<file path="src/include/csiRx_defines.svh">
`ifndef CSIRX_DEFINES_SVH
`define CSIRX_DEFINES_SVH

// --------------------
// Video FIFO sizing
// --------------------
`define CSI_FIFO_DEPTH		64		// Words of 16 bits
`define CSI_FIFO_ALMOST		4		// fifoFull margin below depth

// --------------------
// CSI-2 data types
// --------------------
// Types 0x00..0x0F are short packets, header only
`define CSI_SHORT_DT_MAX	6'h0F

`define CSI_DT_FS			6'h00	// Frame start
`define CSI_DT_FE			6'h01	// Frame end

// Long packet types start above the short range

`endif
</file>
<file path="src/logic/csiRxPkg.sv">
package csiRxPkg;

	typedef logic [7:0]		byteT;		// One lane byte
	typedef logic [15:0]	wordT;		// Lane 1 in the upper byte
	typedef logic [5:0]		dataTypeT;
	typedef logic [15:0]	wordCntT;	// Payload length in bytes
	typedef logic [7:0]		eccT;		// Bits 7:6 always zero on the wire

	// Parser FSM
	typedef enum logic [1:0]
	{
		stIdle,			// Waiting for first word of a burst
		stHdr2,			// Second header word expected
		stPayload,		// Forwarding payload words
		stDrop			// Discard until end of burst
	} parseStateT;

	// --------------------
	// Header ECC
	// --------------------
	// Hamming code over DI, WC LSB and WC MSB, one parity mask per bit
	function automatic logic [5:0] eccCalc(input logic [23:0] hdr);
		logic [5:0] ecc;
		ecc[0] = ^(hdr & 24'hF12CB7);
		ecc[1] = ^(hdr & 24'hF2555B);
		ecc[2] = ^(hdr & 24'h749A6D);
		ecc[3] = ^(hdr & 24'hB8E38E);
		ecc[4] = ^(hdr & 24'hDF03F0);
		ecc[5] = ^(hdr & 24'hEFFC00);
		return ecc;
	endfunction

endpackage

</file>
<file path="src/logic/csiWordIf.sv">
// Merged lane words from laneMerge to packetParser
interface csiWordIf;
	import csiRxPkg::*;

	wordT	word;		// {lane1, lane0}
	logic	valid;
	logic	first;		// Start of burst
	logic	last;		// Final word before valids fall

	// No ready, the PHY cannot stall
	modport source
	(
		output word,
		output valid,
		output first,
		output last
	);

	modport sink
	(
		input word,
		input valid,
		input first,
		input last
	);
endinterface

</file>
<file path="src/logic/csiRxController.sv">
`include "csiRx_defines.svh"

module csiRxController
(
	// D-PHY side
	input  logic				iMipiDphyRx1_WORD_CLKOUT_HS,	// HS word clock
	input  logic				inSRST,
	input  csiRxPkg::byteT		rxDataHsLan0,
	input  csiRxPkg::byteT		rxDataHsLan1,
	input  logic				rxValidHsLan0,
	input  logic				rxValidHsLan1,
	// Video side
	input  logic				videoFull,			// Back-pressure from sink
	output csiRxPkg::wordT		videoPixel,
	output logic				videoVd,
	output logic				fifoFull,
	// Header status
	output csiRxPkg::dataTypeT	hsDatatype,
	output csiRxPkg::wordCntT	hsWordCnt,
	output csiRxPkg::eccT		hsEcc,
	output logic				eccErr,
	output logic				frameActive
);
	import csiRxPkg::*;

	wordT	fifoWrData;
	logic	fifoWrEn;
	logic	fifoRdEn;
	logic	fifoEmpty;

	csiWordIf mergedWord ();

	// --------------------
	// Lane merge and parse
	// --------------------
	laneMerge uLaneMerge
	(
		.iMipiDphyRx1_WORD_CLKOUT_HS	(iMipiDphyRx1_WORD_CLKOUT_HS),
		.inSRST							(inSRST),
		.rxDataHsLan0					(rxDataHsLan0),
		.rxDataHsLan1					(rxDataHsLan1),
		.rxValidHsLan0					(rxValidHsLan0),
		.rxValidHsLan1					(rxValidHsLan1),
		.wordOut						(mergedWord.source)
	);

	packetParser uPacketParser
	(
		.iMipiDphyRx1_WORD_CLKOUT_HS	(iMipiDphyRx1_WORD_CLKOUT_HS),
		.inSRST							(inSRST),
		.wordIn							(mergedWord.sink),
		.hsDatatype						(hsDatatype),
		.hsWordCnt						(hsWordCnt),
		.hsEcc							(hsEcc),
		.eccErr							(eccErr),
		.frameActive					(frameActive),
		.wrData							(fifoWrData),
		.wrEn							(fifoWrEn)
	);

	// --------------------
	// Video FIFO
	// --------------------
	assign fifoRdEn = ~videoFull & ~fifoEmpty;		// Drain whenever the sink accepts

	videoFifo #(
		.fifoDepth		(`CSI_FIFO_DEPTH),
		.almostMargin	(`CSI_FIFO_ALMOST)
	) uVideoFifo (
		.iMipiDphyRx1_WORD_CLKOUT_HS	(iMipiDphyRx1_WORD_CLKOUT_HS),
		.inSRST							(inSRST),
		.wrData							(fifoWrData),
		.wrEn							(fifoWrEn),
		.rdEn							(fifoRdEn),
		.rdData							(videoPixel),
		.rdValid						(videoVd),
		.empty							(fifoEmpty),
		.almostFull						(fifoFull)
	);
endmodule

</file>
<file path="src/logic/videoFifo.sv">
`include "csiRx_defines.svh"

module videoFifo #(
	parameter int fifoDepth		= `CSI_FIFO_DEPTH,
	parameter int almostMargin	= `CSI_FIFO_ALMOST
)(
	input  logic			iMipiDphyRx1_WORD_CLKOUT_HS,
	input  logic			inSRST,
	input  csiRxPkg::wordT	wrData,
	input  logic			wrEn,
	input  logic			rdEn,
	output csiRxPkg::wordT	rdData,
	output logic			rdValid,		// One cycle after rdEn
	output logic			empty,
	output logic			almostFull
);
	import csiRxPkg::*;

	localparam int ptrW = (fifoDepth > 1) ? $clog2(fifoDepth) : 1;
	localparam int cntW = $clog2(fifoDepth + 1);

	wordT				mem [fifoDepth];
	logic [ptrW-1:0]	wrPtr;
	logic [ptrW-1:0]	rdPtr;
	logic [cntW-1:0]	count;			// Fill level
	logic				wrAccept;
	logic				rdAccept;

	assign wrAccept   = wrEn && (count != cntW'(fifoDepth));	// Full drops the write
	assign rdAccept   = rdEn && (count != '0);
	assign empty      = (count == '0);
	assign almostFull = (count >= cntW'(fifoDepth - almostMargin));

	// --------------------
	// Storage
	// --------------------
	always_ff @(posedge iMipiDphyRx1_WORD_CLKOUT_HS)
	begin
		if (wrAccept)
			mem[wrPtr] <= wrData;
		if (rdAccept)
			rdData <= mem[rdPtr];		// Registered read port
	end

	// --------------------
	// Pointers and level
	// --------------------
	always_ff @(posedge iMipiDphyRx1_WORD_CLKOUT_HS, negedge inSRST)
	begin
		if (!inSRST)
		begin
			wrPtr   <= '0;
			rdPtr   <= '0;
			count   <= '0;
			rdValid <= 1'b0;
		end
		else
		begin
			rdValid <= rdAccept;
			// Wrap explicitly, depth need not be a power of two
			if (wrAccept)
				wrPtr <= (wrPtr == ptrW'(fifoDepth - 1)) ? '0 : wrPtr + 1'b1;
			if (rdAccept)
				rdPtr <= (rdPtr == ptrW'(fifoDepth - 1)) ? '0 : rdPtr + 1'b1;
			case ({wrAccept, rdAccept})
				2'b10:		count <= count + 1'b1;
				2'b01:		count <= count - 1'b1;
				default:	count <= count;			// Both or neither
			endcase
		end
	end

	countInRange: assert property (@(posedge iMipiDphyRx1_WORD_CLKOUT_HS)
		disable iff (!inSRST) count <= cntW'(fifoDepth))
		else $error("FIFO count above depth");
endmodule

</file>
<file path="src/logic/packetParser.sv">
`include "csiRx_defines.svh"

module packetParser
(
	input  logic				iMipiDphyRx1_WORD_CLKOUT_HS,
	input  logic				inSRST,
	csiWordIf.sink				wordIn,
	output csiRxPkg::dataTypeT	hsDatatype,
	output csiRxPkg::wordCntT	hsWordCnt,
	output csiRxPkg::eccT		hsEcc,
	output logic				eccErr,			// Result of the last header
	output logic				frameActive,
	output csiRxPkg::wordT		wrData,
	output logic				wrEn
);
	import csiRxPkg::*;

	parseStateT		state;
	byteT			diReg;			// Data identifier, VC bits included
	byteT			wcLow;
	wordCntT		remain;			// Payload words still to forward
	logic [23:0]	hdrBits;
	logic [5:0]		eccRef;
	logic			eccBad;
	dataTypeT		hdrType;
	wordCntT		hdrWordCnt;
	logic			isShort;

	// --------------------
	// Header decode
	// --------------------
	// Valid while the second header word is on wordIn
	assign hdrBits    = {wordIn.word[7:0], wcLow, diReg};
	assign eccRef     = eccCalc(hdrBits);
	assign hdrType    = diReg[5:0];					// VC bits ignored
	assign hdrWordCnt = {wordIn.word[7:0], wcLow};
	assign isShort    = (hdrType <= `CSI_SHORT_DT_MAX);

	// Reserved ECC bits count as an error too
	assign eccBad = (wordIn.word[15:14] != 2'b00) || (wordIn.word[13:8] != eccRef);

	// First header word, DI and WC LSB
	always_ff @(posedge iMipiDphyRx1_WORD_CLKOUT_HS)
	begin
		if (wordIn.valid && wordIn.first)
		begin
			diReg <= wordIn.word[7:0];
			wcLow <= wordIn.word[15:8];
		end
	end

	always_ff @(posedge iMipiDphyRx1_WORD_CLKOUT_HS)
	begin
		wrData <= wordIn.word;		// Qualified by wrEn
	end

	// --------------------
	// Parser FSM
	// --------------------
	always_ff @(posedge iMipiDphyRx1_WORD_CLKOUT_HS, negedge inSRST)
	begin
		if (!inSRST)
		begin
			state       <= stIdle;
			remain      <= '0;
			hsDatatype  <= '0;
			hsWordCnt   <= '0;
			hsEcc       <= '0;
			eccErr      <= 1'b0;
			frameActive <= 1'b0;
			wrEn        <= 1'b0;
		end
		else
		begin
			wrEn <= 1'b0;
			if (wordIn.valid)
			begin
				if (wordIn.first)		// New burst restarts header parsing
					state <= wordIn.last ? stIdle : stHdr2;
				else
				begin
					case (state)
						stHdr2:
						begin
							hsDatatype <= hdrType;
							hsWordCnt  <= hdrWordCnt;
							hsEcc      <= wordIn.word[15:8];
							eccErr     <= eccBad;
							// FS / FE only with a clean header
							if (!eccBad && isShort)
							begin
								if (hdrType == `CSI_DT_FS)
									frameActive <= 1'b1;
								else if (hdrType == `CSI_DT_FE)
									frameActive <= 1'b0;
							end
							if (wordIn.last)
								state <= stIdle;
							else if (!eccBad && !isShort && frameActive
								&& (hdrWordCnt[15:1] != '0))
							begin
								state  <= stPayload;
								remain <= {1'b0, hdrWordCnt[15:1]};	// Two bytes per word
							end
							else
								state <= stDrop;
						end
						stPayload:
						begin
							wrEn   <= 1'b1;
							remain <= remain - 1'b1;
							if (wordIn.last)
								state <= stIdle;		// Short burst
							else if (remain == wordCntT'(1))
								state <= stDrop;		// Footer follows
						end
						stDrop:
						begin
							if (wordIn.last)
								state <= stIdle;
						end
						default:
						begin
							state <= stIdle;			// Stray word, wait for first
						end
					endcase
				end
			end
		end
	end

	// Write strobe is one cycle behind the payload state
	wrEnInPayload: assert property (@(posedge iMipiDphyRx1_WORD_CLKOUT_HS)
		disable iff (!inSRST) wrEn |-> $past(state) == stPayload)
		else $error("wrEn outside payload");

	// Idle gap from laneMerge keeps writes clear of the next header
	wrEnNotFirst: assert property (@(posedge iMipiDphyRx1_WORD_CLKOUT_HS)
		disable iff (!inSRST) !(wrEn && wordIn.valid && wordIn.first))
		else $error("wrEn on first word");
endmodule

</file>
<file path="src/logic/laneMerge.sv">
module laneMerge
(
	input  logic			iMipiDphyRx1_WORD_CLKOUT_HS,
	input  logic			inSRST,
	input  csiRxPkg::byteT	rxDataHsLan0,		// Lower byte
	input  csiRxPkg::byteT	rxDataHsLan1,		// Upper byte
	input  logic			rxValidHsLan0,
	input  logic			rxValidHsLan1,
	csiWordIf.source		wordOut
);
	import csiRxPkg::*;

	logic	laneValid;		// Both lanes carry a byte
	logic	holdValid;
	logic	holdFirst;
	wordT	holdWord;

	assign laneValid = rxValidHsLan0 & rxValidHsLan1;

	// --------------------
	// Hold stage
	// --------------------
	// One cycle of look-ahead so the last word can be seen
	always_ff @(posedge iMipiDphyRx1_WORD_CLKOUT_HS, negedge inSRST)
	begin
		if (!inSRST)
		begin
			holdValid <= 1'b0;
			holdFirst <= 1'b0;
		end
		else
		begin
			holdValid <= laneValid;
			holdFirst <= laneValid & ~holdValid;	// Idle before this byte pair
		end
	end

	always_ff @(posedge iMipiDphyRx1_WORD_CLKOUT_HS)
	begin
		if (laneValid)
			holdWord <= {rxDataHsLan1, rxDataHsLan0};
	end

	// --------------------
	// Output stage
	// --------------------
	always_ff @(posedge iMipiDphyRx1_WORD_CLKOUT_HS, negedge inSRST)
	begin
		if (!inSRST)
		begin
			wordOut.valid <= 1'b0;
			wordOut.first <= 1'b0;
			wordOut.last  <= 1'b0;
		end
		else
		begin
			wordOut.valid <= holdValid;
			wordOut.first <= holdValid & holdFirst;
			wordOut.last  <= holdValid & ~laneValid;	// Valids fall next
		end
	end

	always_ff @(posedge iMipiDphyRx1_WORD_CLKOUT_HS)
	begin
		wordOut.word <= holdWord;
	end

	// Two-lane link, both lanes must start and stop together
	laneValidMatch: assert property (@(posedge iMipiDphyRx1_WORD_CLKOUT_HS)
		disable iff (!inSRST) rxValidHsLan0 == rxValidHsLan1)
		else $error("Lane valids differ");
endmodule

</file>
<file path="config.mk">
export PLATFORM = sky130hd
export DESIGN_NAME = csiRxController
export DESIGN_NICKNAME = d
export VERILOG_FILES = /design/src/logic/csiRxPkg.sv /design/src/logic/csiWordIf.sv /design/src/logic/csiRxController.sv /design/src/logic/videoFifo.sv /design/src/logic/packetParser.sv /design/src/logic/laneMerge.sv
export VERILOG_INCLUDE_DIRS = /design/src /design/src/include
export SDC_FILE = /design/constraint.sdc
export NUM_CORES = 1
export LEC_CHECK = 0
export BUFFER_PORTS_ARGS = -buffer_cell sky130_fd_sc_hd__buf_2
export CAP_MARGIN = 15
export CORE_UTILIZATION = 60
export DETAILED_ROUTE_END_ITERATION = 12
export PLACE_DENSITY_LB_ADDON = 0.12
export SYNTH_ARGS = -nofsm -noshare
export SYNTH_HDL_FRONTEND = slang
export SYNTH_SLANG_ARGS = --single-unit
export TNS_END_PERCENT = 1
</file>
<file path="constraint.sdc">
create_clock -name iMipiDphyRx1_WORD_CLKOUT_HS -period 7.9 [get_ports iMipiDphyRx1_WORD_CLKOUT_HS]
set_input_delay 0.79 -clock iMipiDphyRx1_WORD_CLKOUT_HS [delete_from_list [all_inputs] [get_ports iMipiDphyRx1_WORD_CLKOUT_HS]]
set_output_delay 0.79 -clock iMipiDphyRx1_WORD_CLKOUT_HS [all_outputs]
set_load 0.01 [all_outputs]
</file>
==> run metrics <==
Clock Latency Late Sink 0.68 ns; crit path time final about 4.0 ns; vias in the first global route 21,430; top cell type's share of synthesized area between 70% and 80%; Setup TNS Final 0 ns; worst slew pin tran approximately 1.2 ns; area delta synth->final 13.00%; syn_area_per_cell 22.51 µm²; final hold vios 0; initial antenna violation count 6; final slew viol count 0; commonest cells after routing, fill and taps aside edfxtp_1 (1,072), mux4_2 (336), clkbuf_16 (115), nor2_1 (86), buf_4 (80); dominant synthesized flop cell edfxtp_1; Buf+Inv Stages, Crit Path 1; Final Instance Area between 0.05 and 0.06 mm²; # DRC 0; Post-CTS Setup Inserts 0; CP peak stage delay 1.14 ns; layout cells sized above 1 32.00%; switch share 27.01%; top cells by area, synth edfxtp_1 (71%), mux4_2 (17%), dfrtp_1 (4.2%), dfxtp_1 (1.4%), mux2_2 (0.72%); cts bufs inserted between 100 and 150; met3 wire len around 8 mm; die span in y 277.4 µm; most area-hungry cell type in the Yosys netlist edfxtp_1; Post-synth EDFFs about 1,100; antenna-violating nets left 0; # rows 100; leakage between 15 and 20 nW; Syn Nets just over 2,000; Worst slew margin between 10% and 20%; commonest non-fill, non-tap cell in the layout edfxtp_1; FF+latch count, synth ~1,200; clock network fraction of design power 32.6%; WHS between 0.2 and 0.3 ns; PortBufs 70; Mapped Area roughly 0.046 mm²; routed vias roughly 21,000; async set-or-reset flop fraction in the synthesized netlist 6.441%; HP Class input pin to flop; largest net degree at the start of global routing 121; Max-cap violations 0; Cell Area, Placed 0.04735 mm²; Detailed Place HPWL 56.08 mm; arrival time at the worst endpoint 4.38 ns; RSZ-0062 raised after global routing false; initial drt markers 2,448; power density over cell area 325.6 mW/mm²; WL per Instance 31.33 µm; Crit path top cell by count mux4_2; sequential-to-total area share from yosys stat between 70% and 80%; width of the die 277.4 µm; DR WL met2 51.74 mm; worst setup path class flop to flop; Cell variety after synth 56; wl on met1 40.03 mm; Mapped Cells around 2,000; first-pass GRT wire length 148.5 mm; Die ar. 0.07697 mm²; Final setup viols 0; Slowest-stage cell, CP dfrtp_4; Syn. warnings 0; Net Switching 4.523 mW; Final nets between 2,000 and 2,500; Top Metal Used met4; Detailed Route WL 102.6 mm; DP Cell Count 3,045; Layout Skew 0.03190 ns; initial core utilization 60.94%; Top Family by Delay on Critical Path multiplexers; Reg clk slew, reported paths 0.06 ns; core area 0.07470 mm²; grt ovf 0; drt pass-1 iters 6; period utilization between 50% and 60%; CTS H-tree lvls 3; outcome completed; crit path max fanout 76; crit path capture type flop; CTS Buffer Depth 3; Tot GR Track Use a little over a quarter; combinational share of power 22.9%; via/cell ratio 6.537; non-filler cells, final 3,275; Seq pwr share 44.5%; I/O Pins between 70 and 80; Internal Pwr Total ~12 mW; final core occ 68.86%; PostCTS Resize Cnt 0; Fillers 4,452; CTS tree yes; fmax 252.0 MHz; Root Buffer clkbuf_16; clock sink count 1,180; worst path required time between 8 and 9 ns; RePlAce Congestion 0.8387; cells along the critical path buf_4 > mux4_2 > mux4_2 > mux4_2; Startpoint Class flop; VDD IR-drop max 315.7 µV; cts hold-fix bufs 1
==> final cells by class <==
type | instances | area, µm² | share of cell area [%]
flip-flops and latches | 1180 | 34770 | 67.59
multi-input cells | 723 | 10300 | 20.03
clock buffers | 151 | 3153 | 6.130
repair buffers | 164 | 1259 | 2.447
well taps | 969 | 1212 | 2.357
clock inverters | 63 | 651.9 | 1.267
inverters | 22 | 82.58 | 0.1606
diodes | 3 | 7.507 | 0.01460
==> worst register-to-register path: stages (launching register included) <==
cell and delay (ns):
dfrtp_4 1.14, buf_4 1.00, mux4_2 0.53, mux4_2 0.56
mux4_2 0.48
==> cells in the mapped netlist, types with 14 or more instances <==
| cell | n |
|---|---|
| edfxtp_1 | 1072 |
| mux4_2 | 336 |
| nor2_1 | 87 |
| dfrtp_1 | 76 |
| clkbuf_1 | 61 |
| nand2_1 | 42 |
| xnor2_1 | 35 |
| dfxtp_1 | 32 |
| mux2_2 | 29 |
| o21ai_0 | 24 |
| inv_1 | 22 |
| buf_2 | 21 |
| ha_1 | 18 |
| xor2_1 | 15 |
| buf_1 | 14 |
==> per-layer routing <==
layer	vias up	GRT usage (%)
li1	8799	-
met1	11500	38.17
met2	962	44.58
met3	153	4.776
met4	0	8.276
met5	-	0
==> power by group through the flow <==
stage / Clock (mW) / Sequential (mW) / Combinational, mW
after floorplan: 0 / 7.28 / 2.84
after global placement: 0 / 7.63 / 3.77
after detailed placement: 0 / 7.64 / 3.81
after CTS: 5.53 / 7.51 / 3.83
after global routing: 5.77 / 7.49 / 4.05
final: 5.46 / 7.45 / 3.84
==> worst paths after layout <==
kind,cells after the start,to,slack [ns],start
worst max-delay path,4,uVideoFifo.rdData[9]$_DFFE_PP_,3.93,uVideoFifo.rdPtr[1]$_DFFE_PN0P_
worst min-delay path,1,uLaneMerge.holdWord[12]$_DFFE_PP_,0.29,rxDataHsLan1[4]
worst max register to register,4,uVideoFifo.rdData[9]$_DFFE_PP_,3.93,uVideoFifo.rdPtr[1]$_DFFE_PN0P_
worst min register to register,0,uLaneMerge.wordOut.word[1]$_DFF_P_,0.34,uLaneMerge.holdWord[1]$_DFFE_PP_
max in group asynchronous,3,uVideoFifo.rdPtr[0]$_DFFE_PN0P_,6.12,inSRST
min in group asynchronous,2,uPacketParser.hsEcc[0]$_DFFE_PN0P_,0.55,inSRST
==> sequential cells by signal, indices dropped and copies added, names as in the netlist, 2 cells and up <==
signal and flops:
uLaneMerge.holdWord 16, uPacketParser.wcLow 8, uVideoFifo.count 7, uVideoFifo.mem 1024, uPacketParser.diReg 8, uVideoFifo.rdPtr 6, uPacketParser.wrData 16, uVideoFifo.wrPtr 6
uVideoFifo.rdData 16, uPacketParser.hsEcc 8, uPacketParser.state 2, uPacketParser.remain 16, uPacketParser.hsWordCnt 16, uLaneMerge.wordOut.word 16, uPacketParser.hsDatatype 6
==> per-stage QoR <==
| stage | power, mW | worst slack [ns] |
|---|---|---|
| 2_1_floorplan | 10.12 | 4.191 |
| 3_3_place_gp | 11.40 | 4.012 |
| 3_5_place_dp | 11.45 | 3.925 |
| 4_1_cts | 16.86 | 3.956 |
| 5_1_grt | 17.31 | 3.736 |
| 6_report | 16.75 | 3.933 |
==> kinds of logic after synthesis <==
group / count (synthesis) / synth area share, %
DFF: 1180 / 76.31
adders and majority gates: 19 / 0.5388
xor gates and xnor gates: 57 / 1.319
muxes: 378 / 17.72
AOI/OAI and AO/OA: 69 / 1.003
and+or+nand+nor: 200 / 2.051
buffers and inverters: 119 / 1.064
Power figures use the tool's default switching activity.
